### src/i2c_cfg_defines.svh
`ifndef I2C_CFG_DEFINES_SVH
`define I2C_CFG_DEFINES_SVH

// --------------------------------------------------
// bus timing
// --------------------------------------------------

// system clocks per I2C bit period
// a real build sets this to f_sys / f_scl
`define I2C_CLK_DIV 16

// clocks held idle after reset so the slaves can settle
// hardware needs about 1 ms worth of system clocks here
`define I2C_SETTLE_CYCLES 64

// --------------------------------------------------
// configuration word layout
// --------------------------------------------------

`define I2C_DEV_MSB 23   // device address incl. r/w bit
`define I2C_REG_MSB 15   // register address
`define I2C_DATA_MSB 7   // register data

`endif
### src/i2c_cfg_pkg.sv
`default_nettype none

`include "i2c_cfg_defines.svh"

package i2c_cfg_pkg;

    // --------------------------------------------------
    // widths with a meaning
    // --------------------------------------------------
    typedef logic [`I2C_DEV_MSB:0] cfg_word_t;   // {dev, reg, data}
    typedef logic [7:0]            cfg_index_t;  // table index and size
    typedef logic [7:0]            i2c_byte_t;   // one byte on the wire
    typedef logic [3:0]            bit_count_t;  // 0 to 8

    // --------------------------------------------------
    // write frame states
    // --------------------------------------------------
    typedef enum logic [3:0] {
        IDLE,
        START,
        DEV_ADDR,
        ACK1,
        REG_ADDR,
        ACK2,
        REG_DATA,
        ACK3,
        STOP
    } frame_state_t;

endpackage

`default_nettype wire

### src/i2c_cfg_progress.sv
`timescale 1ns/1ps
`default_nettype none

module i2c_cfg_progress (
    input  wire                          clk,
    input  wire                          rst_n,
    input  wire                          capture_en,
    input  wire                          transfer_en,
    input  wire i2c_cfg_pkg::frame_state_t state_next,
    input  wire                          frame_end,
    input  wire                          sda_in,
    input  wire i2c_cfg_pkg::cfg_index_t   cfg_size,
    output i2c_cfg_pkg::cfg_index_t      cfg_index,
    output logic                         cfg_done
);

    logic ack1;
    logic ack2;
    logic ack3;
    logic frame_ok;   // all three slots pulled low

    // --------------------------------------------------
    // ack capture, sampled mid scl high
    // --------------------------------------------------
    always_ff @(posedge clk or negedge rst_n) begin
        if (!rst_n) begin
            {ack1, ack2, ack3} <= 3'b111;
            frame_ok           <= 1'b0;
        end else if (capture_en) begin
            case (state_next)
                i2c_cfg_pkg::IDLE: begin
                    {ack1, ack2, ack3} <= 3'b111;   // clear between frames
                    frame_ok           <= 1'b0;
                end
                i2c_cfg_pkg::ACK1: ack1 <= sda_in;
                i2c_cfg_pkg::ACK2: ack2 <= sda_in;
                i2c_cfg_pkg::ACK3: ack3 <= sda_in;
                i2c_cfg_pkg::STOP: frame_ok <= !(ack1 || ack2 || ack3);
                default: ;
            endcase
        end
    end

    // --------------------------------------------------
    // table index, moves on the strobe that leaves STOP
    // --------------------------------------------------
    always_ff @(posedge clk or negedge rst_n) begin
        if (!rst_n) begin
            cfg_index <= '0;
        end else if (transfer_en && frame_end && frame_ok) begin
            if (cfg_index < cfg_size) begin
                cfg_index <= cfg_index + 1'b1;
            end else begin
                cfg_index <= cfg_size;   // hold at the end
            end
        end
    end

    assign cfg_done = (cfg_index == cfg_size);

    index_in_range: assert property (@(posedge clk) disable iff (!rst_n)
        cfg_index <= cfg_size);

endmodule

`default_nettype wire

### config.mk
export PLATFORM = sky130hd
export DESIGN_NAME = i2c_cfg_progress
export DESIGN_NICKNAME = d
export VERILOG_FILES = /design/src/i2c_cfg_pkg.sv /design/src/i2c_cfg_progress.sv
export VERILOG_INCLUDE_DIRS = /design/src
export SDC_FILE = /design/constraint.sdc
export NUM_CORES = 1
export LEC_CHECK = 0
export BUFFER_PORTS_ARGS = -buffer_cell sky130_fd_sc_hd__buf_2
export CELL_PAD_IN_SITES_DETAIL_PLACEMENT = 0
export CELL_PAD_IN_SITES_GLOBAL_PLACEMENT = 1
export CORE_MARGIN = 3
export CORE_UTILIZATION = 40
export CTS_BUF_LIST = sky130_fd_sc_hd__clkbuf_16
export DETAILED_ROUTE_END_ITERATION = 8
export PLACE_DENSITY_LB_ADDON = 0.08
export SLEW_MARGIN = 20
export SYNTH_ARGS = -nofsm -noshare
export SYNTH_HDL_FRONTEND = slang
export SYNTH_SLANG_ARGS = --single-unit
### constraint.sdc
create_clock -name clk -period 4.25 [get_ports clk]
set_clock_uncertainty 0.15 [all_clocks]
set_input_delay 0.425 -clock clk [delete_from_list [all_inputs] [get_ports clk]]
set_output_delay 0.425 -clock clk [all_outputs]
set_load 0.01 [all_outputs]
Yosys cells after proc, flatten, opt, wreduce, memory -nomap -nowiden
Index checks and enable logic that the tools add are counted.
{ "totals": {"wordCells": 31, "inputBits": 18, "regBits": 12, "output_inout_bits": 9} }
{ "classes": {"n_eq_ne": 5, "n_reduce_logical": 14, "n_mux": 5, "order_cmp": 1, "add_sub_neg": 1} }
{ "op_table": {"columns": ["op", "n"], "rows": [
  ["$add A8 B1 Y8 const B", 1],
  ["$eq A4 B3 Y1 const B", 2],
  ["$eq A8 B8 Y1", 1],
  ["$lt A8 B8 Y1", 1],
  ["$mux W8", 1],
  ["$pmux W1 S2", 4],
  ["$reduce_and A2 Y1", 4],
  ["$reduce_bool A2 Y1", 4],
  ["$eq A4 B2 Y1 const B", 1],
  ["$eq A4 B4 Y1 const B", 1],
  ["$logic_not A4 Y1", 1],
  ["$logic_and A1 B1 Y1", 2],
  ["$logic_or A1 B1 Y1", 2],
  ["$logic_not A1 Y1", 1]
]} }

Depth between registers and ports, before layout
{ "depth": {"depth_word": 4, "mapped_depth": 7, "depth_no_buf": 7} }

Worst setup path after synthesis
OpenSTA, ideal clock, no wires.
{ "synth_path": {"path_type": "input to register", "start": "input cfg_size[6]", "end": "register cfg_index[0]", "cell_stages": 7, "arrival_time_ns": 1.667, "n_path_buf": 0, "required_time_ns": 3.955, "slack_ns": 2.288, "setup_ns": 0.145, "path_cell_list": "inv_1 -> ha_1 -> a21oi_1 -> a21boi_0 -> or2_2 -> nor2_1 -> o221ai_1"} }
{ "synth_via": {"elab_chain_len": 2} }
{ "synth_lines": {"columns": ["item", "line", "text"], "rows": [
  ["from (decl)", "i2c_cfg_progress.sv:12", "input wire i2c_cfg_pkg::cfg_index_t cfg_size,"],
  ["$lt A8 B8 Y1", "i2c_cfg_progress.sv:51", "if (cfg_index < cfg_size) begin"],
  ["$mux W8", "i2c_cfg_progress.sv:51", null],
  ["to (signal assigned)", "i2c_cfg_progress.sv:52", "cfg_index <= cfg_index + 1'b1;"],
  ["to (signal assigned)", "i2c_cfg_progress.sv:54", "cfg_index <= cfg_size;"],
  ["to (decl)", "i2c_cfg_progress.sv:13", "output i2c_cfg_pkg::cfg_index_t cfg_index,"]
]} }
Every way passes these cells.
A chain may end at the register's enable or synchronous reset.

Worst setup path in the final report
{ "layout_path": {"start": "register cfg_index[6]", "end": "register cfg_index[6]"} }
{ "layout_via": {"elab_chain_len": 2, "elab_cells_between_ends": 3, "cone_classes": "1 x add/sub; 1 x order compare; 1 x mux"} }
{ "layout_lines": {"columns": ["item", "line"], "rows": [
  ["$add A8 B1 Y8 or $lt A8 B8 Y1 (tied branches)", "i2c_cfg_progress.sv:52, i2c_cfg_progress.sv:51"],
  ["$mux W8 (*)", "i2c_cfg_progress.sv:51"]
]} }
Every way passes the cells marked *; elsewhere a longest branch is shown, timed or not.

==> summary.md <==
| Metric | Value |
|---|---|
| Initial Utilization | `42.52%` |
| Overall power | `716.1 µW` |
| Wire per inst | `14.18 µm` |
| Post-synth design cell area | `949.7 µm²` |
| Fill cells | `229` |
| R2R Path Start | `cfg_index[6]$_DFFE_PN0P_` |
| Core area | `2233 µm²` |
| Fin crit period | `2.253 ns` |
| VDD IR max | `378.3 µV` |
| Die Area | `2995 µm²` |
| Global-route wire length before repair | `3919 µm` |
| Vias/cell | `5.647` |
| Yosys cell types | `35` |
| Crit path DAT | `2.19 ns` |
| Crit Path Class | `reg2reg` |
| Total Routing Usage GR | `18.26%` |
| CTS tree | `yes` |
| Row count | `17` |
| Initial antenna violation count | `0` |
| Hold Path Origin | `state_next[1]` |
| Final worst path period share | `53.02%` |
| Port-buffer cells | `26` |
| Crit path capture type | `flip-flop` |
| Antenna diodes | `0` |
| Largest net degree at the start of global routing | `19` |
| CTS HTree Levels | `1` |
| Critical path launch point | `cfg_index[6]$_DFFE_PN0P_` |
| Clock slew at reported path FFs | `0.04 ns` |
| R2R Path End | `cfg_index[6]$_DFFE_PN0P_` |
| Layout Nets | `173` |
| Yosys warning total | `0` |
| Pleak | `0.0005467 µW` |
| CTS Sinks | `12` |
| Most frequent cells in the layout | `buf_2 (26), nand2_1 (14), inv_1 (10)` |
| IO Count | `27` |
| Hold depth | `2` |
| Worst r2r path cells | `6` |
| DR vias | `977` |
| Root Buffer | `clkbuf_16` |
| Syn nets | `142` |
| Final Max Tran Viols | `0` |
| Mapped Cells | `115` |
| Mean area per synthesized cell | `8.258 µm²` |
| Max Buffers Root-to-Sink | `2` |
| RePlAce Congestion | `0.7315` |
| Antenna viol nets, final | `0` |
| Final Hold Fails | `0` |
| Drt drc | `0` |
| Layout area overhead | `26.75%` |
| GRT overflow | `0` |
| Seq. cell area | `304.0 µm²` |
| RSZ-0062 raised after global routing | `false` |
| Iteration-0 DRC Markers | `36` |
| Worst endpoint required time | `4.18 ns` |
| DRT Pass-1 Iters | `4` |
| Vias in the first global route | `845` |
| Area occupied by multi-input gates | `600.6 µm²` |
| Num CTS Buffers | `3` |
| Post-detail-place hpwl | `1867 µm` |
| Share of cells above drive strength 1 | `24.14%` |
| Routed WL | `2453 µm` |
| Most common cell after layout, fill and taps aside | `buf_2` |
| R2r setup slk | `2.00 ns` |
| Power density cells | `594.9 nW/µm²` |
| Final Setup Violations | `0` |
| Sequential area share after synthesis | `32.02%` |
| Maximum clock rate | `443.8 MHz` |
| Outcome | `finished, final reports clean` |
| Final core occ | `53.89%` |
| Die W | `54.73 µm` |
| Maxcap violations | `0` |
| Tightest Hold Check Type | `in2reg` |
| Slew HR | `57.90%` |
| Worst-Margin Slew | `0.6291 ns` |
| Clk_lat worst skew | `0.24 ns` |
| Setup TNS | `0 ns` |
| Final hold slack | `0.2636 ns` |
| Synth Register Bits | `12` |
| Die height | `54.73 µm` |
| Critical path fanouts, max | `7` |
| CP startpoint kind | `flip-flop` |
| Hold Path Sink | `ack1$_DFFE_PN1P_` |
## critical path: stages (launching register included)
cell      delay, ns
dfrtp_1        0.43
ha_1           0.33
a21oi_1        0.16
a21boi_0       0.12
or2_2          0.31
nor2_1         0.40
o311ai_0       0.20
## state kept, by name (all words and copies together) (netlist names)
register,flops
ack3,1
cfg_index,8
ack2,1
ack1,1
frame_ok,1
## where the power goes
part / internal, µW / total, µW / switching [µW]
combinational: 144 / 321 / 177
sequential: 158 / 222 / 63.5
clock: 124 / 174 / 49.6
## what timing repair did
item                      CTS  global route
gates resized for setup     0             0
setup buffers               0             0
hold endpoints to repair    9             0
hold buffers                1             0
## routing by layer
metal,vias to the layer above,wire [µm],track usage (%)
li1,498,-,-
met1,444,1226,27.60
met2,31,1061,25.98
met3,4,149,3.270
met4,0,16,4.979
met5,-,0,0
## metrics by stage
step | std cells | instance area (µm²) | setup WS [ns]
final | 173 | 1204 | 1.997
after floorplan | 115 | 949.7 | 2.288
after CTS | 173 | 1204 | 1.989
after detailed placement | 168 | 1115 | 1.893
after global placement | 168 | 1115 | 1.991
after global routing | 173 | 1204 | 1.838
## cells in the mapped netlist, drive strengths merged
master   n  area, µm²
o21ai    3      15.01
o211ai   7      52.55
or4      1      7.510
a21boi   1      7.510
ha       9      112.6
nand4    4      25.02
a211o    1      8.760
a21oi    9      45.04
nor4b    1      8.760
dfrtp    9      225.2
a21o     1      7.510
o32ai    1      8.760
nand2b   1      6.260
nor4     1      6.260
and3     1      6.260
nor2     3      11.26
clkbuf   1      3.750
and2     4      25.02
nor2b    4      25.02
or2      3      18.78
o221ai   2      17.52
buf      1      3.750
nor3b    1      7.510
o311ai   5      43.79
nand3    8      45.04
a32oi    1      8.760
dfstp    3      78.83
inv     10      37.54
nor3     4      20.02
nand2   14      52.55
nand3b   1      7.510
## cells by family (layout without fill, tap and decap cells)
| kind of cell | Yosys count | in the layout | synth area share [%] |
|---|---|---|---|
| and+or+nand+nor | 51 | 51 | 28.72 |
| buffers and inverters | 12 | 42 | 4.743 |
| adders and majority gates | 9 | 9 | 11.86 |
| DFF | 12 | 12 | 32.02 |
| AOI/OAI and AO/OA | 31 | 31 | 22.66 |
## how the worst max path moves through the flow
stage / endpoint / slack [ns] / cells past startpoint
2_1_floorplan: cfg_index[0]$_DFFE_PN0P_ / 2.29 / 7
3_3_place_gp: cfg_index[0]$_DFFE_PN0P_ / 1.99 / 8
3_5_place_dp: cfg_index[6]$_DFFE_PN0P_ / 1.89 / 8
4_1_cts: cfg_index[6]$_DFFE_PN0P_ / 1.99 / 6
5_1_grt: cfg_index[0]$_DFFE_PN0P_ / 1.84 / 6
6_report: cfg_index[6]$_DFFE_PN0P_ / 2.00 / 6
## cell type report
type                    instances  share of cell area [%]
multi-input cells              91                   49.90
flip-flops and latches         12                   25.26
repair buffers                 28                   12.27
clock buffers                   3                   6.237
inverters                      10                   3.119
well taps                      28                   2.911
clock inverters                 1                  0.3119
Power figures use the tool's default switching activity.
