$ cat src/i2c_cfg_defines.svh
`ifndef I2C_CFG_DEFINES_SVH
`define I2C_CFG_DEFINES_SVH

// --------------------------------------------------
// bus timing
// --------------------------------------------------

// system clocks per I2C bit period
// a real build sets this to f_sys / f_scl
`define I2C_CLK_DIV 16

// clocks held idle after reset so the slaves can settle
// hardware needs about 1 ms worth of system clocks here
`define I2C_SETTLE_CYCLES 64

// --------------------------------------------------
// configuration word layout
// --------------------------------------------------

`define I2C_DEV_MSB 23   // device address incl. r/w bit
`define I2C_REG_MSB 15   // register address
`define I2C_DATA_MSB 7   // register data

`endif
$ cat src/i2c_bit_timer.sv
`timescale 1ns/1ps
`default_nettype none

`include "i2c_cfg_defines.svh"

module i2c_bit_timer (
    input  wire  clk,
    input  wire  rst_n,
    output logic bus_ready,
    output logic ctrl_clk,
    output logic transfer_en,
    output logic capture_en
);

    localparam int SETTLE_W = $clog2(`I2C_SETTLE_CYCLES);
    localparam int PHASE_W  = $clog2(`I2C_CLK_DIV);

    localparam logic [SETTLE_W-1:0] SETTLE_LAST = SETTLE_W'(`I2C_SETTLE_CYCLES - 1);
    localparam logic [PHASE_W-1:0]  PHASE_LAST  = PHASE_W'(`I2C_CLK_DIV - 1);
    localparam logic [PHASE_W-1:0]  SCL_RISE    = PHASE_W'(`I2C_CLK_DIV / 4 + 1);
    localparam logic [PHASE_W-1:0]  SCL_FALL    = PHASE_W'(3 * `I2C_CLK_DIV / 4 + 1);
    localparam logic [PHASE_W-1:0]  CAPTURE_PH  = PHASE_W'(`I2C_CLK_DIV / 2 - 1);

    logic [SETTLE_W-1:0] settle_cnt;
    logic [PHASE_W-1:0]  phase;

    // --------------------------------------------------
    // power-up settling
    // --------------------------------------------------
    always_ff @(posedge clk or negedge rst_n) begin
        if (!rst_n) begin
            settle_cnt <= '0;
        end else if (settle_cnt != SETTLE_LAST) begin
            settle_cnt <= settle_cnt + 1'b1;   // stops at the top
        end
    end

    assign bus_ready = (settle_cnt == SETTLE_LAST);

    // --------------------------------------------------
    // bit period phase and derived strobes
    // --------------------------------------------------
    always_ff @(posedge clk or negedge rst_n) begin
        if (!rst_n) begin
            phase       <= '0;
            ctrl_clk    <= 1'b0;
            transfer_en <= 1'b0;
            capture_en  <= 1'b0;
        end else if (bus_ready) begin
            phase       <= (phase == PHASE_LAST) ? '0 : phase + 1'b1;
            ctrl_clk    <= (phase >= SCL_RISE) && (phase < SCL_FALL);  // high mid period
            transfer_en <= (phase == '0);        // sda changes while scl low
            capture_en  <= (phase == CAPTURE_PH); // sample while scl high
        end else begin
            phase       <= '0;
            ctrl_clk    <= 1'b0;
            transfer_en <= 1'b0;
            capture_en  <= 1'b0;
        end
    end

    // launch and sample points must stay apart within a bit
    strobes_apart: assert property (@(posedge clk) disable iff (!rst_n)
        !(transfer_en && capture_en));

endmodule

`default_nettype wire

$ cat config.mk
export PLATFORM = sky130hd
export DESIGN_NAME = i2c_bit_timer
export DESIGN_NICKNAME = d
export VERILOG_FILES = /design/src/i2c_bit_timer.sv
export VERILOG_INCLUDE_DIRS = /design/src
export SDC_FILE = /design/constraint.sdc
export NUM_CORES = 1
export LEC_CHECK = 0
export ABC_AREA = 1
export BUFFER_PORTS_ARGS = -buffer_cell sky130_fd_sc_hd__buf_2
export CAP_MARGIN = 25
export CORE_MARGIN = 4
export CORE_UTILIZATION = 49
export DETAILED_ROUTE_END_ITERATION = 8
export GPL_TIMING_DRIVEN = 0
export PLACE_DENSITY = 0.7
export REMOVE_ABC_BUFFERS = 1
export SLEW_MARGIN = 40
export SYNTH_ARGS = -nofsm -noshare
export SYNTH_HDL_FRONTEND = slang
export SYNTH_SLANG_ARGS = --single-unit
$ cat constraint.sdc
create_clock -name clk -period 1.25 [get_ports clk]
set_input_delay 0.125 -clock clk [delete_from_list [all_inputs] [get_ports clk]]
set_output_delay 0.125 -clock clk [all_outputs]
set_load 0.005 [all_outputs]
Word-level counts from Yosys, hierarchy flattened
Cells that the tools add are included.

Register bits after elaboration: 13. Bits of input ports: 2. Output and inout port bits: 4. Word-level logic and storage cells: 20.

Add/sub/neg operators: 2. Magnitude comparators: 2. Eq/ne operators: 4. Mux-type cells: 5. Reductions and logical operators: 2.

Operators with widths (count): two-way mux 4 bit (2); adder 6 x 1 -> 6 bit, second input constant (1); equality test 6 bit, second input constant (1); inequality test 6 bit, second input constant (1); adder 4 x 1 -> 4 bit, second input constant (1); equality test 4 x 3 -> 1 bit, second input constant (1); equality test 4 bit, second input constant (1); greater-or-equal comparator 4 x 3 -> 1 bit, second input constant (1); logical NOT 4 bit (1); < comparator 4 bit, second input constant (1); two-way mux 1 bit (3); logical AND 1 bit (1).

Logic depth before layout (Yosys ltp)
Gate-level depths: netlist of the first run.

Word-level depth: 3. Gate-level depth with buffers: 7.

Worst setup path after synthesis of the first run
OpenSTA, ideal clock, no wires.

Path type: flip-flop to flip-flop. From: register settle_cnt[0]. To: register settle_cnt[5]. Setup time: 0.113 ns. Arrival: 1.060 ns. Required time: 1.137 ns. Slack: 0.077 ns. Cell stages (with the launch flop): 8. Path through: dfrtp_1 ha_1 nand2_1 inv_2 nor2_1 nand2_1 nand2_1 inv_1.

Word-level cells in the longest chain between the ends: 1.

RTL lines: from (decl) (RTL line i2c_bit_timer.sv:24) `logic [SETTLE_W-1:0] settle_cnt;`; from (signal assigned) (RTL line i2c_bit_timer.sv:34) `settle_cnt <= settle_cnt + 1'b1;`; adder 6 x 1 -> 6 bit or inequality test 6 bit (tied branches) (RTL line i2c_bit_timer.sv:34, i2c_bit_timer.sv:33).

Several ways; a longest one is shown, not always the timed one. A chain may end at the register's enable or synchronous reset.

Final worst setup path of the first run
From: register settle_cnt[1]. To: output port bus_ready.

Word-level cells in the longest chain between the ends: 1.

RTL lines: equality test 6 bit (RTL line i2c_bit_timer.sv:38) `assign bus_ready = (settle_cnt == SETTLE_LAST);`; to (decl) (RTL line i2c_bit_timer.sv:9) `output logic bus_ready,`.

No other way between the ends.

==> results of run 1 <==
-- cells in the final DEF, fill, tap and decap left out, types with 2 or more instances in the layout --
cell / netlist / final
a21oi_1: 2 / 2
inv_1: 9 / 9
ha_1: 5 / 4
nand2_2: 2 / 2
nand2_1: 20 / 19
buf_2: 1 / 4
nor2_1: 9 / 9
clkbuf_4: 0 / 3
dfrtp_1: 13 / 12
buf_4: 0 / 4
nand3_1: 5 / 5
nand3b_1: 2 / 2
-- sequential cells by signal, indices dropped and copies added, names as in the netlist --
name and count:
phase 4, transfer_en 1, ctrl_clk 1, capture_en 1, settle_cnt 6
-- power by group --
part | internal (mW) | switching, mW
Combinational | 0.00318 | 0.00806
Sequential | 0.420 | 0
Clock | 0.124 | 0.133
Total | 0.547 | 0.141
-- logic make-up after synthesis --
kind of cell	Yosys count	synth area share, %
compound gates	3	2.608
fa+ha+maj	5	9.311
buf+inv	12	7.262
flops	13	48.42
simple gates	43	32.40
-- synth_stat cells, drive strengths merged --
cell | n | area (um^2)
nand2 | 22 | 87.58
dfrtp | 13 | 325.3
inv | 11 | 43.79
nor2 | 11 | 60.06
nand3 | 6 | 42.54
ha | 5 | 62.56
a21oi | 2 | 10.01
nand3b | 2 | 15.01
buf | 1 | 5.000
nand4 | 1 | 6.260
o21bai | 1 | 7.510
or2 | 1 | 6.260
-- worst paths after layout --
| path | end | cells after the start |
|---|---|---|
| max | bus_ready | 4 |
| max reg2reg | settle_cnt[5] | 8 |
| max in group asynchronous | settle_cnt[3] | 2 |
| min reg2reg | phase[0] | 1 |
| min | transfer_en | 2 |
| min in group clk | phase[0] | 1 |
-- stage by stage --
stage / utilization, % / cells
finish: 61.83 / 104
global route: 61.83 / 104
CTS: 61.06 / 104
detailed placement: 54.62 / 95
global placement: 54.62 / 95
floorplan: - / 75
-- area by class of cell --
type                    instances  area share [%]
clock buffers                   4           3.266
inverters                      11           5.443
multi-input cells              51           39.50
flip-flops and latches         13           40.59
well taps                      15           2.333
repair buffers                 10           8.865
-- routing by layer --
| layer | wire [um] | up-vias | GRT usage, % |
|---|---|---|---|
| li1 | - | 262 | - |
| met1 | 525 | 235 | 16.83 |
| met2 | 561 | 8 | 24.29 |
| met3 | 64 | 4 | 7.171 |
| met4 | 23 | 0 | 7.018 |
| met5 | 0 | - | 0 |
-- what timing repair did --
item	4_1_cts	5_1_grt
setup endpoints to repair	2	1
pin swaps	3	0
buffers inserted	4	0
hold endpoints to repair	13	0
hold buffers	1	0
resized for setup	5	1
-- worst reg2reg max path: stages, from the launching register on --
cell	delay, ns
dfrtp_1	0.41
ha_4	0.19
nand2_4	0.09
buf_4	0.11
inv_2	0.04
nor2_1	0.09
nand2_1	0.06
nand2_1	0.06
inv_1	0.03
==> impl_metrics.json, run 1 <==
{
  "slowest_delay_ns": 0.41,
  "antenna_found_initial": 0,
  "maxSlewHeadroom_pct": 80.79,
  "cts.path.max_buffers": 2,
  "drive_gt1_share_pct": 24.72,
  "num_vias": 509,
  "area_delta_synth_final_pct": 19.74,
  "place_congestion": 0.7519,
  "syn_inst": 76,
  "fin_crit_sh_pct": 98.41,
  "cts.sinks": 13,
  "overflow": 0,
  "startpoint_type": "flop",
  "fin_area_um2": 804.5,
  "yosys_warnings": 0,
  "critPathCaptureType": "output port",
  "cts_buffers": 3,
  "seq_area_um2": 326.6,
  "r2r_start": "settle_cnt[1]",
  "cp-startpoint": "settle_cnt[1]",
  "viasPerCell": 4.894,
  "die_area_mm2": 0.002028,
  "antenna_cells": 0,
  "cp.arrival_ns": 1.11,
  "yosys_register_bits": 13,
  "setup_ws_ns": 0.01992,
  "core_mm2": 0.001301,
  "place_hpwl_um": 799.6,
  "io_buffers": 5,
  "io_pins": 6,
  "fp.dieW_um": 45.03,
  "vdd_drop_max_v": 0.0008512,
  "hp-class": "in2async",
  "rows": 13,
  "grt_max_degree": 14,
  "placed_cell_area_um2": 710.7,
  "clk_latency_ns": 0.28,
  "yosysSeqAreaShare_pct": 48.42,
  "slew_violations": 0,
  "reg2reg_slack_ns": 0.08,
  "setup_tns_ns": 0,
  "crit_family": "flip-flops",
  "cellLeakagePower_nw": 0.4393,
  "power.total_mw": 0.6883,
  "avgSynthCellArea_um2": 8.841,
  "first_iter_violations": 2,
  "wl_um": 1174,
  "outcome": "complete, no violations",
  "start_util_pct": 51.63,
  "cp_max_fo": 2,
  "synthesis.area_um2": 671.9,
  "path_clk_slew_ns": 0.08,
  "drcViolationCount": 0,
  "drv_cap": 0,
  "nets": 97,
  "setup_viol": 0,
  "required_ns": 1.12,
  "route.detailed.wl_per_inst_um": 11.29,
  "clock_skew_ns": 0.003397,
  "worst_pin_slew_ns": 0.2881,
  "ctsHtreeMaxLevel": 1,
  "yosys.cell_types.count": 18,
  "cts_tree": "yes",
  "worst-setup-path-type": "reg2out",
  "fin_crit_ns": 1.230,
  "fin_hold_ws_ns": 0.2556,
  "grt_pass1_vias": 491,
  "grt_pass1_wl_um": 2111,
  "grt_use_total_pct": 15.14,
  "rsz0062_at_grt": "yes",
  "path_cells": "ha_4 -> nand2_4 -> nor2_8 -> buf_6",
  "multiInputGateArea_um2": 317.8,
  "path_buf_inv": 1,
  "fillers": 110,
  "powerDensity_mw_per_mm2": 855.6,
  "cts-root-buf": "clkbuf_4",
  "fmax_ghz": 0.8130,
  "cp_slowest_cell": "dfrtp_1",
  "firstDrtPassIters": 3,
  "hold_viol": 0,
  "dieHeight_um": 45.03,
  "drtAntennaViolNets": 0,
  "pre_cts_slack_ns": 0.01646
}
Power figures use the tool's default switching activity.
==> run 2, diff against run 1 <==
--- a/config.mk
+++ b/config.mk
@@ -9,11 +9,11 @@
 export ABC_AREA = 1
 export BUFFER_PORTS_ARGS = -buffer_cell sky130_fd_sc_hd__buf_2
 export CAP_MARGIN = 25
-export CORE_MARGIN = 4
-export CORE_UTILIZATION = 49
+export CORE_AREA = 4 4 41 43
 export DETAILED_ROUTE_END_ITERATION = 8
+export DIE_AREA = 0 0 45 47
 export GPL_TIMING_DRIVEN = 0
-export PLACE_DENSITY = 0.7
+export PLACE_DENSITY = 0.69
 export REMOVE_ABC_BUFFERS = 1
 export SLEW_MARGIN = 40
 export SYNTH_ARGS = -nofsm -noshare
==> constraint.sdc (replaced) <==
create_clock -name clk -period 1.6 [get_ports clk]
set_input_delay 0.16 -clock clk [delete_from_list [all_inputs] [get_ports clk]]
set_output_delay 0.16 -clock clk [all_outputs]
set_load 0.005 [all_outputs]
==> impl_metrics.json, run 2 (same netlist as run 1, synthesis figures left out) <==
{
  "cellLeakagePower_nw": 0.4090,
  "hold_viol": 0,
  "overflow": 0,
  "cts.path.max_buffers": 2,
  "io_pins": 6,
  "rows": 13,
  "nets": 94,
  "path_cells": "ha_1 -> nand2_1 -> nor2_8 -> buf_2",
  "setup_viol": 0,
  "worst_pin_slew_ns": 0.2834,
  "maxSlewHeadroom_pct": 81.11,
  "io_buffers": 5,
  "rr_worst_depth": 6,
  "met3_usage_pct": 6.897,
  "mostFrequentLayoutCells": "20 x nand2_1, 13 x dfrtp_1, 9 x inv_1, 9 x nor2_1",
  "cts-root-buf": "clkbuf_4",
  "slew_violations": 0,
  "largest_register_ffs": 6,
  "drv_cap": 0,
  "clk_latency_ns": 0.27,
  "use_met1_pct": 15.07,
  "die_area_mm2": 0.002115,
  "clock_skew_ns": 0.003985,
  "fp.dieW_um": 45,
  "gr-usage-met2_pct": 18.36,
  "vdd_drop_max_v": 0.0006233,
  "setup_tns_ns": 0,
  "place_congestion": 0.7600,
  "route.detailed.wl_per_inst_um": 10.17,
  "top_register": "settle_cnt",
  "wl_um": 1027,
  "cp.arrival_ns": 1.28,
  "antenna_found_initial": 0,
  "critPathCaptureType": "output port",
  "drcViolationCount": 0,
  "crit_family": "flip-flops",
  "antenna_cells": 0,
  "required_ns": 1.44,
  "fillers": 117,
  "core_mm2": 0.001301,
  "num_vias": 496,
  "fin_crit_sh_pct": 89.80,
  "fin_crit_ns": 1.437,
  "cts.sinks": 13,
  "startpoint_type": "flop",
  "drive_gt1_share_pct": 18.60,
  "worst-path-stages": 4,
  "final_common_cell": "nand2_1",
  "grt_max_degree": 14,
  "slowest_delay_ns": 0.42,
  "ctsHtreeMaxLevel": 1,
  "cts_buffers": 3,
  "cp_slowest_cell": "dfrtp_1",
  "powerDensity_mw_per_mm2": 710.0,
  "path_clk_slew_ns": 0.08,
  "utilization_pct": 57.98,
  "drtAntennaViolNets": 0,
  "reg_top3": "settle_cnt (6), phase (4)",
  "pre_cts_slack_ns": 0.3534,
  "path_buf_inv": 1,
  "place_hpwl_um": 761.9,
  "viasPerCell": 4.911,
  "fmax_ghz": 0.6960,
  "grt_use_total_pct": 12.46,
  "first_iter_violations": 13,
  "worst-setup-path-type": "reg2out",
  "start_util_pct": 51.63,
  "fin_area_um2": 754.5,
  "cp_max_fo": 4,
  "firstDrtPassIters": 4,
  "grt_pass1_vias": 432,
  "outcome": "complete, no violations",
  "area_delta_synth_final_pct": 12.29,
  "cts_tree": "yes",
  "dieHeight_um": 47,
  "grt.busiest_layer": "met2",
  "setup_ws_ns": 0.1631,
  "hp-class": "in2async",
  "placed_cell_area_um2": 710.7,
  "ctsResizeCount": 0,
  "grt_pass1_wl_um": 1814,
  "rsz0062_at_grt": "no"
}
run 2: cell type report:
type,count,area (um^2),share of cell area (%)
Clock buffer,4,26.28,3.483
Inverter,11,43.79,5.804
Multi-Input combinational cell,51,297.8,39.47
Sequential cell,13,325.3,43.12
Tap cell,15,18.77,2.488
Timing Repair Buffer,7,42.54,5.638
run 2: power breakdown:
part / leakage (nW) / switching, mW / internal (mW)
Clock: 0.0150 / 0.102 / 0.0966
Sequential: 0.167 / 0 / 0.328
Combinational: 0.227 / 0.00614 / 0.00248
run 2: path summary, 6_finish.rpt:
check / endpoint / from / slack [ns]
setup / recovery: bus_ready / settle_cnt[0] / 0.16
hold / removal: ctrl_clk / rst_n / 0.29
setup reg to reg: settle_cnt[4] / settle_cnt[0] / 0.29
hold reg to reg: settle_cnt[1] / settle_cnt[1] / 0.52
max in group asynchronous: settle_cnt[0] / rst_n / 1.09
min in group clk: settle_cnt[1] / settle_cnt[1] / 0.52
run 2: metal layers:
metal / vias up / routed length [um]
met2: 16 / 445
met3: 2 / 77
li1: 254 / -
met5: - / 0
met1: 224 / 494
met4: 0 / 10
run 2: repair_timing:
item	in CTS	in global routing
hold buffers	1	0
setup buffers	0	1
endpoints found under the setup margin	0	1
hold endpoints to repair	13	0
run 2: metrics by stage:
step / hold slack, ns / std cells / power [mW]
after floorplan: -0.1356 / 75 / 0.3349
after global placement: 0.05853 / 95 / 0.3422
after detailed placement: 0.05685 / 95 / 0.3421
after CTS: 0.2908 / 100 / 0.5460
after global routing: 0.3134 / 101 / 0.5670
final: 0.2872 / 101 / 0.5357
==> run 3, diff against run 2 <==
--- a/config.mk
+++ b/config.mk
@@ -6,14 +6,13 @@
 export SDC_FILE = /design/constraint.sdc
 export NUM_CORES = 1
 export LEC_CHECK = 0
-export ABC_AREA = 1
+export ABC_AREA = 0
 export BUFFER_PORTS_ARGS = -buffer_cell sky130_fd_sc_hd__buf_2
 export CAP_MARGIN = 25
 export CORE_AREA = 4 4 41 43
 export DETAILED_ROUTE_END_ITERATION = 8
 export DIE_AREA = 0 0 45 47
-export GPL_TIMING_DRIVEN = 0
-export PLACE_DENSITY = 0.69
+export PLACE_DENSITY = 0.67
 export REMOVE_ABC_BUFFERS = 1
 export SLEW_MARGIN = 40
 export SYNTH_ARGS = -nofsm -noshare
==> impl_metrics.json, run 3 <==
{
  "outcome": "complete, no violations",
  "firstDrtPassIters": 4,
  "io_pins": 6,
  "pre_cts_slack_ns": 0.2457,
  "dominantRegCellSynth": "dfrtp_1",
  "num_vias": 410,
  "synth_top_area_cell": "dfrtp_1",
  "fin_cells": 83,
  "maxSlewHeadroom_pct": 80.26,
  "reg_top3": "settle_cnt (6), phase (4)",
  "post-synth-top-count-cell": "dfrtp_1",
  "cts.path.max_buffers": 2,
  "grt_use_total_pct": 11.34,
  "clock_skew_ns": 0.005080,
  "dieHeight_um": 47,
  "worst_pin_slew_ns": 0.2961,
  "rsz0062_at_grt": "no",
  "placed_cell_area_um2": 665.6,
  "utilization_pct": 54.52,
  "slowest_delay_ns": 0.39,
  "die_area_mm2": 0.002115,
  "fin_crit_ns": 1.472,
  "fp.dieW_um": 45,
  "wl_um": 935,
  "powerDensity_mw_per_mm2": 758.8,
  "synth_top_area_share_pct": 50.49,
  "rows": 13,
  "avgSynthCellArea_um2": 10.74,
  "path_cells": "ha_1 -> nand3_4 -> inv_1 -> buf_2",
  "cp-startpoint": "settle_cnt[0]",
  "async_flop_share_pct": 100.0,
  "cp.arrival_ns": 1.31,
  "cts_buffers": 3,
  "place_hpwl_um": 656.2,
  "cts_setup_buffers": 0,
  "synthesis.area_um2": 644.4,
  "path_clk_slew_ns": 0.08,
  "mostFrequentLayoutCells": "13 x dfrtp_1, 7 x nor2_1",
  "slew_violations": 0,
  "setup_ws_ns": 0.1283,
  "antenna_found_initial": 0,
  "antenna_cells": 0,
  "cp_max_fo": 11,
  "route.detailed.wl_per_inst_um": 11.27,
  "setup_tns_ns": 0,
  "vdd_drop_max_v": 0.0004081,
  "cts-root-buf": "clkbuf_4",
  "worst-path-stages": 4,
  "hold_viol": 0,
  "power.total_mw": 0.5383,
  "place_congestion": 0.7757,
  "fin_hold_ws_ns": 0.2975,
  "clk_latency_ns": 0.27,
  "dp.cells": 78,
  "grt_pass1_wl_um": 1628,
  "cts.sinks": 13,
  "drv_cap": 0,
  "startpoint_type": "flop",
  "drcViolationCount": 0,
  "top_register": "settle_cnt",
  "synth_edf_count": 0,
  "cp_slowest_cell": "dfrtp_1",
  "yosys-top-cells-count": "13 x dfrtp_1, 7 x nor2_1, 5 x ha_1, 5 x inv_1, 5 x nand2_1",
  "ctsHtreeMaxLevel": 1,
  "first_iter_violations": 15,
  "yosys.cell_types.count": 21,
  "r2r-end": "settle_cnt[1]",
  "yosys_warnings": 0,
  "rr_worst_depth": 3,
  "path_buf_inv": 2,
  "synth_area_leaders": "dfrtp_1 50%, ha_1 9.7%, nor2_1 4.1%",
  "reg2reg_slack_ns": 0.29,
  "core_mm2": 0.001301,
  "critPathCaptureType": "output port",
  "drive_gt1_share_pct": 22.06,
  "worst-setup-path-type": "reg2out",
  "final_common_cell": "dfrtp_1",
  "cts_tree": "yes",
  "start_util_pct": 49.52,
  "syn_inst": 60,
  "area_delta_synth_final_pct": 10.10,
  "crit_path_end": "bus_ready",
  "io_buffers": 5,
  "yosys_register_bits": 13,
  "r2r_start": "settle_cnt[0]",
  "drtAntennaViolNets": 0,
  "viasPerCell": 4.940,
  "setup_viol": 0,
  "overflow": 0,
  "fmax_ghz": 0.6795,
  "fin_area_um2": 709.4,
  "grt_max_degree": 14,
  "largest_register_ffs": 6,
  "cellLeakagePower_nw": 0.3311,
  "grt_pass1_vias": 386,
  "crit_family": "flip-flops",
  "fillers": 122,
  "hp-class": "in2async",
  "nets": 76,
  "yosysSeqAreaShare_pct": 50.49,
  "required_ns": 1.44,
  "fin_crit_sh_pct": 91.98
}
## run 3: cell count changes in the layout (fill, tap and decap cells not counted), moves of 3 or more
cell / previous run / this run
nand3_1: 5 / 2
nand2_1: 20 / 5
nor3_1: 0 / 3
inv_1: 9 / 5
## run 3: final cells by class
| type | instances | area [um^2] | area share, % |
|---|---|---|---|
| clock buffers | 4 | 26.28 | 3.704 |
| flip-flops and latches | 13 | 325.3 | 45.86 |
| repair buffers | 6 | 35.03 | 4.938 |
| well taps | 15 | 18.77 | 2.646 |
| inverters | 6 | 22.52 | 3.175 |
| multi-input cells | 39 | 281.5 | 39.68 |
## run 3: worst min-delay path by stage
stage,startpoint,endpoint
floorplan,rst_n,capture_en
global placement,rst_n,ctrl_clk
detailed placement,rst_n,capture_en
CTS,rst_n,ctrl_clk
global route,rst_n,settle_cnt[3]
finish,rst_n,settle_cnt[4]
## run 3: cell families after synthesis
logic type               count (synthesis)  share of synthesized area, %
AND/OR/NAND/NOR                         23                         19.42
flip-flops                              13                         50.49
buffers and inverters                    8                         6.990
AO/OA/AOI/OAI                            6                         5.824
adder cells (fa/ha/maj)                  5                         9.709
XOR/XNOR                                 3                         4.078
multiplexers                             2                         3.495
## run 3: layer usage
layer	wire length [um]	GRT usage, %	up-vias
li1	-	-	216
met1	497	14.87	183
met3	60	5.747	2
met2	364	15.54	9
met4	12	5.263	0
met5	0	0	-
## run 3: power by group
group	internal [mW]	total (mW)	switching, mW
clock network	0.0966	0.201	0.105
logic	0.00248	0.00895	0.00647
registers	0.328	0.328	0
total	0.427	0.538	0.111
## run 3: what timing repair did
item | CTS | global route
gates resized for setup | 0 | 1
setup endpoints to repair | 0 | 1
endpoints found under the hold margin | 13 | 0
hold buffers | 1 | 0
