## config.mk

```make
export PLATFORM = sky130hd
export DESIGN_NAME = i2c_frame_fsm
export DESIGN_NICKNAME = d
export VERILOG_FILES = /design/src/i2c_cfg_pkg.sv /design/src/i2c_frame_fsm.sv
export VERILOG_INCLUDE_DIRS = /design/src
export SDC_FILE = /design/constraint.sdc
export NUM_CORES = 1
export LEC_CHECK = 0
export BUFFER_PORTS_ARGS = -buffer_cell sky130_fd_sc_hd__buf_2
export CAP_MARGIN = 20
export CELL_PAD_IN_SITES_DETAIL_PLACEMENT = 1
export CELL_PAD_IN_SITES_GLOBAL_PLACEMENT = 2
export CORE_UTILIZATION = 27
export DETAILED_ROUTE_END_ITERATION = 10
export HOLD_SLACK_MARGIN = 0.12
export PLACE_DENSITY_LB_ADDON = 0.1
export SYNTH_ARGS = -nofsm -noshare
export SYNTH_HDL_FRONTEND = slang
export SYNTH_SLANG_ARGS = --single-unit
```

## constraint.sdc

```tcl
create_clock -name clk -period 2.2 [get_ports clk]
set_input_delay 0.22 -clock clk [delete_from_list [all_inputs] [get_ports clk]]
set_output_delay 0.22 -clock clk [all_outputs]
set_load 0.02 [all_outputs]
```

## src/i2c_cfg_defines.svh

```systemverilog
`ifndef I2C_CFG_DEFINES_SVH
`define I2C_CFG_DEFINES_SVH

// --------------------------------------------------
// bus timing
// --------------------------------------------------

// system clocks per I2C bit period
// a real build sets this to f_sys / f_scl
`define I2C_CLK_DIV 16

// clocks held idle after reset so the slaves can settle
// hardware needs about 1 ms worth of system clocks here
`define I2C_SETTLE_CYCLES 64

// --------------------------------------------------
// configuration word layout
// --------------------------------------------------

`define I2C_DEV_MSB 23   // device address incl. r/w bit
`define I2C_REG_MSB 15   // register address
`define I2C_DATA_MSB 7   // register data

`endif
```

## src/i2c_cfg_pkg.sv

```systemverilog
`default_nettype none

`include "i2c_cfg_defines.svh"

package i2c_cfg_pkg;

    // --------------------------------------------------
    // widths with a meaning
    // --------------------------------------------------
    typedef logic [`I2C_DEV_MSB:0] cfg_word_t;   // {dev, reg, data}
    typedef logic [7:0]            cfg_index_t;  // table index and size
    typedef logic [7:0]            i2c_byte_t;   // one byte on the wire
    typedef logic [3:0]            bit_count_t;  // 0 to 8

    // --------------------------------------------------
    // write frame states
    // --------------------------------------------------
    typedef enum logic [3:0] {
        IDLE,
        START,
        DEV_ADDR,
        ACK1,
        REG_ADDR,
        ACK2,
        REG_DATA,
        ACK3,
        STOP
    } frame_state_t;

endpackage

`default_nettype wire

```

## src/i2c_frame_fsm.sv

```systemverilog
`timescale 1ns/1ps
`default_nettype none

`include "i2c_cfg_defines.svh"

module i2c_frame_fsm (
    input  wire                        clk,
    input  wire                        rst_n,
    input  wire                        bus_ready,
    input  wire                        transfer_en,
    input  wire                        ctrl_clk,
    input  wire i2c_cfg_pkg::cfg_index_t cfg_index,
    input  wire i2c_cfg_pkg::cfg_index_t cfg_size,
    input  wire i2c_cfg_pkg::cfg_word_t  cfg_data,
    output i2c_cfg_pkg::frame_state_t  state_next,
    output logic                       frame_end,
    output logic                       scl,
    output logic                       sda_out,
    output logic                       sda_oe
);

    localparam int BYTE_W = $bits(i2c_cfg_pkg::i2c_byte_t);
    localparam i2c_cfg_pkg::bit_count_t BYTE_BITS = 4'd8;

    i2c_cfg_pkg::frame_state_t state;
    i2c_cfg_pkg::bit_count_t   bit_cnt;
    i2c_cfg_pkg::i2c_byte_t    shift;
    logic                      scl_gated;

    // --------------------------------------------------
    // next state, only moves on a transfer strobe
    // --------------------------------------------------
    always_comb begin
        state_next = state;
        if (transfer_en) begin
            case (state)
                i2c_cfg_pkg::IDLE: begin
                    if (bus_ready && (cfg_index < cfg_size)) begin
                        state_next = i2c_cfg_pkg::START;   // words left to send
                    end
                end
                i2c_cfg_pkg::START:    state_next = i2c_cfg_pkg::DEV_ADDR;
                i2c_cfg_pkg::DEV_ADDR: begin
                    if (bit_cnt == BYTE_BITS) begin
                        state_next = i2c_cfg_pkg::ACK1;
                    end
                end
                i2c_cfg_pkg::ACK1:     state_next = i2c_cfg_pkg::REG_ADDR;
                i2c_cfg_pkg::REG_ADDR: begin
                    if (bit_cnt == BYTE_BITS) begin
                        state_next = i2c_cfg_pkg::ACK2;
                    end
                end
                i2c_cfg_pkg::ACK2:     state_next = i2c_cfg_pkg::REG_DATA;
                i2c_cfg_pkg::REG_DATA: begin
                    if (bit_cnt == BYTE_BITS) begin
                        state_next = i2c_cfg_pkg::ACK3;
                    end
                end
                i2c_cfg_pkg::ACK3:     state_next = i2c_cfg_pkg::STOP;
                i2c_cfg_pkg::STOP:     state_next = i2c_cfg_pkg::IDLE;
                default:               state_next = i2c_cfg_pkg::IDLE;
            endcase
        end
    end

    // --------------------------------------------------
    // state, bit count and data line level
    // --------------------------------------------------
    always_ff @(posedge clk or negedge rst_n) begin
        if (!rst_n) begin
            state   <= i2c_cfg_pkg::IDLE;
            bit_cnt <= '0;
            sda_out <= 1'b1;
        end else if (transfer_en) begin
            state <= state_next;
            case (state_next)
                i2c_cfg_pkg::IDLE: begin
                    sda_out <= 1'b1;   // stop edge, scl already high
                    bit_cnt <= '0;
                end
                i2c_cfg_pkg::START: begin
                    sda_out <= 1'b0;   // start with scl high
                    bit_cnt <= '0;
                end
                i2c_cfg_pkg::DEV_ADDR,
                i2c_cfg_pkg::REG_ADDR,
                i2c_cfg_pkg::REG_DATA: begin
                    sda_out <= shift[BYTE_W-1];   // msb first
                    bit_cnt <= bit_cnt + 1'b1;
                end
                i2c_cfg_pkg::ACK1,
                i2c_cfg_pkg::ACK2,
                i2c_cfg_pkg::ACK3: begin
                    bit_cnt <= '0;
                end
                i2c_cfg_pkg::STOP: begin
                    sda_out <= 1'b0;   // stop setup
                end
                default: ;
            endcase
        end
    end

    // byte shifter, loaded one slot before each byte
    always_ff @(posedge clk) begin
        if (transfer_en) begin
            case (state_next)
                i2c_cfg_pkg::START: shift <= cfg_data[`I2C_DEV_MSB -: BYTE_W];
                i2c_cfg_pkg::ACK1:  shift <= cfg_data[`I2C_REG_MSB -: BYTE_W];
                i2c_cfg_pkg::ACK2:  shift <= cfg_data[`I2C_DATA_MSB -: BYTE_W];
                i2c_cfg_pkg::DEV_ADDR,
                i2c_cfg_pkg::REG_ADDR,
                i2c_cfg_pkg::REG_DATA: shift <= {shift[BYTE_W-2:0], 1'b0};
                default: ;
            endcase
        end
    end

    // --------------------------------------------------
    // pin control
    // --------------------------------------------------
    assign scl_gated = state inside {i2c_cfg_pkg::DEV_ADDR, i2c_cfg_pkg::ACK1,
                                     i2c_cfg_pkg::REG_ADDR, i2c_cfg_pkg::ACK2,
                                     i2c_cfg_pkg::REG_DATA, i2c_cfg_pkg::ACK3};

    assign scl       = scl_gated ? ctrl_clk : 1'b1;   // idle high otherwise
    assign sda_oe    = !(state inside {i2c_cfg_pkg::ACK1, i2c_cfg_pkg::ACK2,
                                       i2c_cfg_pkg::ACK3});
    assign frame_end = (state == i2c_cfg_pkg::STOP);

    // slave owns the line only in an ack slot
    sda_release_in_ack: assert property (@(posedge clk) disable iff (!rst_n)
        !sda_oe |-> (state inside {i2c_cfg_pkg::ACK1, i2c_cfg_pkg::ACK2,
                                   i2c_cfg_pkg::ACK3}));

endmodule

`default_nettype wire

```

Word level (Yosys, flattened, before mapping)
Index checks and enable logic that the tools add are counted.
{"block": "word_totals", "ram_bits": 0, "word_cells": 48, "latchBits": 0, "input_bits": 45, "rom_bits": 0, "regBits": 17, "mem_count": 0, "out_inout_bits": 8}
{"block": "op_classes", "reduce_logical": 15, "mul": 0, "eq_ne": 17, "div": 0, "add_sub_neg": 1, "magnitude_cmp": 1, "n_mux": 10, "bitwise_logic": 0, "n_shift": 0}
{"cell": "== test 4 x 3 -> 1 bit (second input constant)", "n": 8}
{"cell": "one-hot mux 4 bit (8 select lines)", "n": 1}
{"cell": "one-hot mux 8 bit (4 select lines)", "n": 1}
{"cell": "two-way mux 4 bit", "n": 5}
{"cell": "== test 4 x 2 -> 1 bit (second input constant)", "n": 4}
{"cell": "== test 4 bit (second input constant)", "n": 3}
{"cell": "== test 4 x 1 -> 1 bit (second input constant)", "n": 2}
{"cell": "zero test 4 bit", "n": 2}
{"cell": "< comparator 8 bit", "n": 1}
{"cell": "one-hot mux 4 bit (2 select lines)", "n": 1}
{"cell": "AND reduction 2 bit", "n": 3}
{"cell": "nonzero test 3 bit", "n": 2}
{"cell": "nonzero test 6 bit", "n": 1}
{"cell": "OR reduction 5 bit", "n": 1}
{"cell": "adder 4 x 1 -> 4 bit (second input constant)", "n": 1}
{"cell": "nonzero test 4 bit", "n": 1}
{"cell": "one-hot mux 1 bit (3 select lines)", "n": 1}
{"cell": "OR reduction 3 bit", "n": 1}
{"cell": "nonzero test 2 bit", "n": 1}
{"cell": "OR reduction 2 bit", "n": 1}
{"cell": "logical AND 1 bit", "n": 1}
{"cell": "zero test 1 bit", "n": 1}
{"cell": "two-way mux 1 bit", "n": 1}

Depth between registers and ports, before layout
Gate-level depths: netlist (run 1).
{"block": "depth", "word_depth": 9, "depth_mapped": 8, "ltp_nobuf": 7}

Least setup slack after synthesis (run 1)
OpenSTA, ideal clock, no wires.
{"block": "synth_timing", "path_type": "register -> output", "startpoint": "reg bit_cnt[0]", "endpoint": "out state_next[0]", "arrival_time_ns": 1.817, "slack_ns": 0.163, "required_ns": 1.980, "path_stages_with_launch": 9, "cell_sequence": "dfrtp_1 > inv_1 > ha_1 > and4b_1 > or4b_1 > a21boi_4 > a21boi_4 > buf_6 > inv_2"}
{"block": "synth_between", "elab_chain_len": 4, "elab_cells_between_ends": 6, "cone_classes": "eq/ne (1); mux (5)"}
{"item": "start: declaration", "line": "i2c_frame_fsm.sv:26", "text": "i2c_cfg_pkg::bit_count_t bit_cnt;"}
{"item": "start signal: assignment", "line": "i2c_frame_fsm.sv:90", "text": "bit_cnt <= bit_cnt + 1'b1;"}
{"item": "== test 4 bit (*)", "line": "i2c_frame_fsm.sv:44, i2c_frame_fsm.sv:50, i2c_frame_fsm.sv:56"}
{"item": "two-way mux 4 bit (on tied branches)", "line": "i2c_frame_fsm.sv:56, i2c_frame_fsm.sv:44, i2c_frame_fsm.sv:50"}
{"item": "one-hot mux 4 bit (8 select lines) (*)", "line": "i2c_frame_fsm.sv:36", "text": "case (state)"}
{"item": "two-way mux 4 bit (*)", "line": "i2c_frame_fsm.sv:35", "text": "if (transfer_en) begin"}
{"item": "end: declaration", "line": "i2c_frame_fsm.sv:15", "text": "output i2c_cfg_pkg::frame_state_t state_next,"}
Mark *: on every way between the ends. The rest lies on a longest branch, timed or not.

Worst setup path in the final report (run 1)
Ends and elaborated chain as after synthesis.

==> summary.md, run 1 <==
| Metric | Value |
|---|---|
| CTS tree | yes |
| Average wire per standard cell | 15.5 µm |
| IO Pins | 53 |
| # rows | 24 |
| DRT antenna net count | 0 |
| Clock network power share | 11.1% |
| Finished Cell Area | 1840 µm² |
| Endpoints failing hold | 0 |
| Port buffer count | 52 |
| Top FF cell, synth | edfxtp_1 |
| Via density | 5.30 |
| CTS Buf Count | 3 |
| Share of layout cells above drive strength 1 | 42.4% |
| Peak VDD IR | 0.430 mV |
| Max Fanout on Critical Path | 2 |
| Top-area cell type share of the netlist area | 18.3% |
| Critical Path RT | 1980 ps |
| Psw | 0.987 mW |
| FF/Latch Area | 467 µm² |
| Cells after synthesis | 143 |
| Number of synthesized register bits | 17 |
| First-pass GRT wire length | 6.82 mm |
| Highest clock rate | 445 MHz |
| Mapped Area | 1310 µm² |
| Syn-to-layout area delta | 40.2% |
| Worst Path Arrival | 2030 ps |
| Die height | 71.7 µm |
| Clock root cell | clkbuf_8 |
| Status | complete, but fails checks |
| Utilization after layout | 40.8% |
| Sequential share of the synthesized area | 35.6% |
| Worst-path clk slew | 80 ps |
| Synth area leaders | edfxtp_1 18%, dfrtp_1 15%, ha_1 8.6%, a32oi_1 4.7%, a22oi_1 4.6% |
| Pins Over Slew Limit | 0 |
| Detail Placement HPWL | 3.15 mm |
| CP Launch Type | flop |
| Placed Area | 1710 µm² |
| Ys Warns | 0 |
| Crit. End Element | output port |
| Final wirelength | 4.07 mm |
| Power per cell area | 1240 nW/µm² |
| Initial core utilization | 29.1% |
| Sink Count | 17 |
| Total GRT Usage | 17.1% |
| Failing checks | negative setup slack |
| Internal power | 1.29 mW |
| Post-synth EDFFs | 8 |
| Gr ovfl total | 0 |
| Mapped Nets | 197 |
| Proportion of power drawn by combinational gates | 59.8% |
| Worst-Skew Late Latency | 260 ps |
| Tightest Pin Transition | 700 ps |
| Core Region | 4500 µm² |
| DRC | 0 |
| Minimum clock period | 2250 ps |
| Leakage | 0.871 nW |
| Vias | 1389 |
| Syn_area_per_cell | 9.16 µm² |
| Ant diodes | 0 |
| Relative slew slack | 53.0% |
| Die X | 71.7 µm |
| Gpl congestion | 0.811 |
| Multi-input gate area | 772 µm² |
| Worst Hold Class | in -> reg |
| Final setup fails | 1 |
| Cell Count, Final, Fillers Out | 262 |
| Fillers | 558 |
| Largest net degree at the start of global routing | 12 |
| Max clock buf depth | 2 |
| Register share of total power | 29.2% |
| Vias in the first global route | 1450 |
| Placed cell count | 253 |
| Worst Skew | 4.84 ps |
| Worst Path Class, Setup | reg -> out |
| DR pass1 iterations | 4 |
| Sw Share | 43.3% |
| Initial antenna violation count | 0 |
| RSZ-0062 raised after global routing | yes |
| Area leader, netlist | edfxtp_1 |
| Synth cell types | 48 |
| Max Cap Viol | 0 |
| Async SR Flop Fraction | 52.9% |
| Period Utilization, post-route | 102% |
| Worst Slack Setup Final | -45.6 ps |
| Die outline area | 5130 µm² |
| Nets@finish | 265 |
| H-tree depth | 1 |
| DRT iter0 DRCs | 39 |
==> routing by layer <==
layer	vias up	global-route usage (%)	part of all wire, %
li1	677	-	-
met1	665	21.4	45
met2	43	30.2	49
met3	4	3.52	5.0
met4	0	4.14	0.91
met5	-	0	0
==> what timing repair did <==
action / CTS / global route
setup buffers: 3 / 1
pin swaps: 0 / 4
hold buffers: 1 / 0
endpoints found under the setup margin: 9 / 10
endpoints found under the hold margin: 9 / 0
gates resized for setup: 3 / 6
==> area by class of cell <==
type,count,share of cell area (%)
tap,52,3.54
sequential,17,25.4
timing repair buffer,71,23.1
multi-input combinational,102,42.0
clock buffer,3,2.25
clock inverter,1,0.409
inverter,16,3.27
==> cells in the final DEF, fill, tap and decap left out, drive strengths merged, types with 2 or more instances in the layout <==
cell and instances:
a21boi 2, a21oi 4, a22oi 8, a31oi 2
a32oi 7, and2 2, and4b 2, buf 70
clkbuf 3, dfrtp 8, edfxtp 8, ha 9
inv 16, mux2i 2, nand2 11, nand4 2
nor2 7, nor3 5, o21ai 12, o22ai 2
o2bb2ai 3, or3 2
==> worst paths after layout <==
path | start | endpoint | slack [ps] | cells after the start
worst max register to register | bit_cnt[0] | shift[2] | 50 | 8
worst min register to register | sda_out | sda_out | 580 | 1
min in group asynchronous | rst_n | state[0] | 350 | 2
worst min-delay path | cfg_data[16] | shift[0] | 230 | 3
worst max-delay path | bit_cnt[0] | state_next[0] | -50 | 8
max in group asynchronous | rst_n | sda_out | 1580 | 2
==> power groups by stage <==
| stage | Clock [mW] | Sequential (mW) | Combinational [mW] |
|---|---|---|---|
| finish | 0.253 | 0.665 | 1.36 |
| global route | 0.269 | 0.688 | 1.53 |
| CTS | 0.260 | 0.660 | 1.33 |
| detailed placement | 0 | 0.666 | 1.28 |
| global placement | 0 | 0.659 | 1.25 |
| floorplan | 0 | 0.624 | 0.874 |
==> kinds of logic after synthesis <==
group / count (synthesis) / share of synthesized area [%]
fa+ha+maj: 9 / 8.60
mux: 3 / 2.39
compound gates: 51 / 29.8
xor+xnor: 1 / 0.669
simple gates: 38 / 15.3
buf+inv: 24 / 7.64
flops: 17 / 35.6
==> critical path: stages (launching register included) <==
cell      delay, ps
dfrtp_1         390
inv_2            90
ha_4            130
and4b_1         210
or4b_4          480
a21boi_4        160
a21boi_4        160
inv_2            60
buf_6           110
==> stage by stage <==
stage	power, mW	setup TNS (ps)	hold WS (ps)	setup WS, ps
final	2.28	-45.6	227	-45.6
after global routing	2.48	-414	227	-136
after CTS	2.25	-73.5	223	-73.5
after detailed placement	1.95	-193	107	-52.0
after global placement	1.91	0	99.1	72.6
after floorplan	1.50	0	-75.6	163
==> synthesized netlist by cell type, types with 2 or more instances <==
master     count
o21ai_1        9
a31oi_1        2
ha_1           9
inv_2          2
mux2i_1        2
o22ai_1        2
a22oi_1        8
nand4_1        2
inv_1         14
o2bb2ai_1      3
o21ai_0        2
dfrtp_1        8
a32oi_1        7
edfxtp_1       8
a21boi_4       2
clkbuf_1       5
and2_1         2
nor3_1         5
and4b_1        2
a21oi_1        4
nand2_1       11
or3_1          2
nor2_1         7
==> sequential cells by signal (all words and copies together) (netlist names) <==
name,flops
shift,8
bit_cnt,4
state,4
sda_out,1
Note: power is estimated with default switching activity, not from simulation.
==> inputs of run 2 (changes only) <==
RECOVER_POWER = 25   (was unset)
==> run 2 against run 1 <==
The flow still finishes with violations (negative setup slack). Global-route usage did not move. Sequential share of layout area hardly changed. Combinational power about the same. Hold slack unchanged. Clock-buffer cell count unchanged. Utilization about the same. Largest cell class unchanged. Register-to-register slack barely moved. Setup slack unchanged. Design area about the same. Clock skew unchanged. Non-clock buffer count stayed put.
==> summary.md, run 2 (synthesis results as in run 1) <==
| Metric | Value |
|---|---|
| Die height | 71.7 µm (unchanged) |
| CP max stage cell | or4b_4 (unchanged) |
| # rows | 24 (unchanged) |
| CTS tree | yes (unchanged) |
| Max reg flops | 8 (unchanged) |
| Worst path bufs/invs | 3 (unchanged) |
| Utilization after layout | 40.8% (about the same) |
| Pins Over Slew Limit | 0 (unchanged) |
| Total GRT Usage | 17.1% (unchanged) |
| Finished Cell Area | 1840 µm² (about the same) |
| Crit path max-delay family | simple AND/OR/NAND/NOR gates (unchanged) |
| Worst Slack Setup Final | -45.6 ps (unchanged) |
| Critical Path RT | 1980 ps (about the same) |
| Reg2Reg Depth | 8 (unchanged) |
| Sink Count | 17 (unchanged) |
| RSZ-0062 raised after global routing | yes (unchanged) |
| Final setup fails | 1 (unchanged) |
| IO Pins | 53 (unchanged) |
| First-pass GRT wire length | 6.82 mm (unchanged) |
| DRT iter0 DRCs | 39 (unchanged) |
| Multi-input gate area | 772 µm² (unchanged) |
| Core Region | 4500 µm² (unchanged) |
| Syn-to-layout area delta | 40.1% (was 40.2%) |
| Worst Path Class, Setup | reg -> out (unchanged) |
| Nets@finish | 265 (unchanged) |
| Endpoints failing hold | 0 (unchanged) |
| Crit path launch | bit_cnt[0] (unchanged) |
| Initial antenna violation count | 0 (unchanged) |
| Via density | 5.30 (unchanged) |
| Die outline area | 5130 µm² (unchanged) |
| R2R Path End | shift[2] (unchanged) |
| Average wire per standard cell | 15.5 µm (about the same) |
| Failing checks | negative setup slack (unchanged) |
| DRC | 0 (unchanged) |
| DP Worst Slack | -52.0 ps (unchanged) |
| Port buffer count | 52 (unchanged) |
| Most common cell after layout, fill and taps aside | buf_2 (unchanged) |
| CP endpoint | state_next[0] (unchanged) |
| Critical path depth in cells | 8 (unchanged) |
| Largest net degree at the start of global routing | 12 (unchanged) |
| Share of layout cells above drive strength 1 | 41.9% (was 42.4%) |
| FF/Latch Area | 467 µm² (unchanged) |
| Max Cap Viol | 0 (unchanged) |
| Worst Skew | 4.84 ps (unchanged) |
| Crit. End Element | output port (unchanged) |
| CP Launch Type | flop (unchanged) |
| Tightest Pin Transition | 700 ps (unchanged) |
| CTS Buf Count | 3 (unchanged) |
| Placed Area | 1710 µm² (unchanged) |
| H-tree depth | 1 (unchanged) |
| Vias in the first global route | 1450 (unchanged) |
| Worst-Skew Late Latency | 260 ps (about the same) |
| Final wirelength | 4.07 mm (about the same) |
| Highest clock rate | 445 MHz (unchanged) |
| Fillers | 559 (was 558) |
| Reg2Reg Setup Slack | 50 ps (about the same) |
| Period Utilization, post-route | 102% (unchanged) |
| Worst Path Arrival | 2030 ps (about the same) |
| DR pass1 iterations | 4 (unchanged) |
| Ant diodes | 0 (unchanged) |
| Status | complete, but fails checks (unchanged) |
| Post-route setup TNS | -45.6 ps (unchanged) |
| Worst-path clk slew | 80 ps (about the same) |
| DRT antenna net count | 0 (unchanged) |
| Reg with most FFs | shift (unchanged) |
| Initial core utilization | 29.1% (unchanged) |
| Leakage | 0.868 nW (was 0.871 nW) |
| Gpl congestion | 0.811 (unchanged) |
| Worst Hold Class | in -> reg (unchanged) |
| Top Registers | shift (8), bit_cnt (4), state (4) (unchanged) |
| Die X | 71.7 µm (unchanged) |
| Max Fanout on Critical Path | 2 (unchanged) |
| Minimum clock period | 2250 ps (unchanged) |
| Detail Placement HPWL | 3.15 mm (unchanged) |
| Worst r2r src | bit_cnt[0] (unchanged) |
| Peak VDD IR | 0.430 mV (about the same) |
| Worst path max stage delay | 480 ps (about the same) |
| Gr ovfl total | 0 (unchanged) |
| Max clock buf depth | 2 (unchanged) |
| Power per cell area | 1240 nW/µm² (about the same) |
| Most frequent cells in the layout | 50 x buf_2, 17 x buf_4, 12 x inv_1, 11 x nand2_1, 9 x o21ai_1 (was 51 x buf_2, 17 x buf_4, 12 x inv_1, 11 x nand2_1, 9 x o21ai_1) |
| Clock root cell | clkbuf_8 (unchanged) |
| Critical-path cell list | inv_2 > ha_4 > and4b_1 > or4b_4 > a21boi_4 > a21boi_4 > inv_2 > buf_6 (unchanged) |
| Relative slew slack | 53.0% (unchanged) |
| Vias | 1389 (unchanged) |
[run 2: changes by cell type in the layout (fill, tap and decap cells not counted)]
cell and delta:
clkbuf_1 +1, buf_2 -1
[run 2: how the worst min path moves through the flow]
stage | from | endpoint | cells after the start
2_1_floorplan | rst_n | bit_cnt[0] | 0
3_3_place_gp | rst_n | state[3] | 1
3_5_place_dp | rst_n | state[3] | 1
4_1_cts | cfg_data[16] | shift[0] | 3
5_1_grt | cfg_data[16] | shift[0] | 3
6_report | cfg_data[16] | shift[0] | 3
[run 2: power by group]
group	internal (mW)	switching, mW
registers	0.551	0.114
clock network	0.128	0.125
logic	0.615	0.748
total	1.29	0.987
[run 2: per-stage QoR]
step | cells | hold WS, ps | power [mW]
final | 262 | 227 | 2.28
after global routing | 262 | 227 | 2.48
after CTS | 261 | 223 | 2.25
after detailed placement | 253 | 107 | 1.95
after global placement | 253 | 99.1 | 1.91
after floorplan | 143 | -75.6 | 1.50
[run 2: per-layer routing]
layer	global-route usage [%]	vias up	wire length [µm]
met3	3.52	4	205
met4	4.14	0	37
met1	21.4	665	1820
met5	0	-	0
li1	-	677	-
met2	30.2	43	2010
[run 2: timing repair]
action	4_1_cts	5_1_grt
pin swaps	0	4
setup buffers	3	1
cloned	0	0
hold endpoints to repair	9	0
endpoints found under the setup margin	9	10
hold buffers	1	0
gates resized for setup	3	6
[run 2: layout make-up]
cell class | instances | share of cell area [%]
Clock buffer | 3 | 2.25
Clock inverter | 1 | 0.409
Inverter | 16 | 3.27
Multi-Input combinational cell | 102 | 42.1
Sequential cell | 17 | 25.4
Tap cell | 52 | 3.54
Timing Repair Buffer | 71 | 23.0
[run 2: worst min-delay path, delay by kind of cell]
kind / cells / cell delay [ps]
AOI/OAI and AO/OA: 1 / 50
and+or+nand+nor: 1 / 50
buffers and inverters: 1 / 70
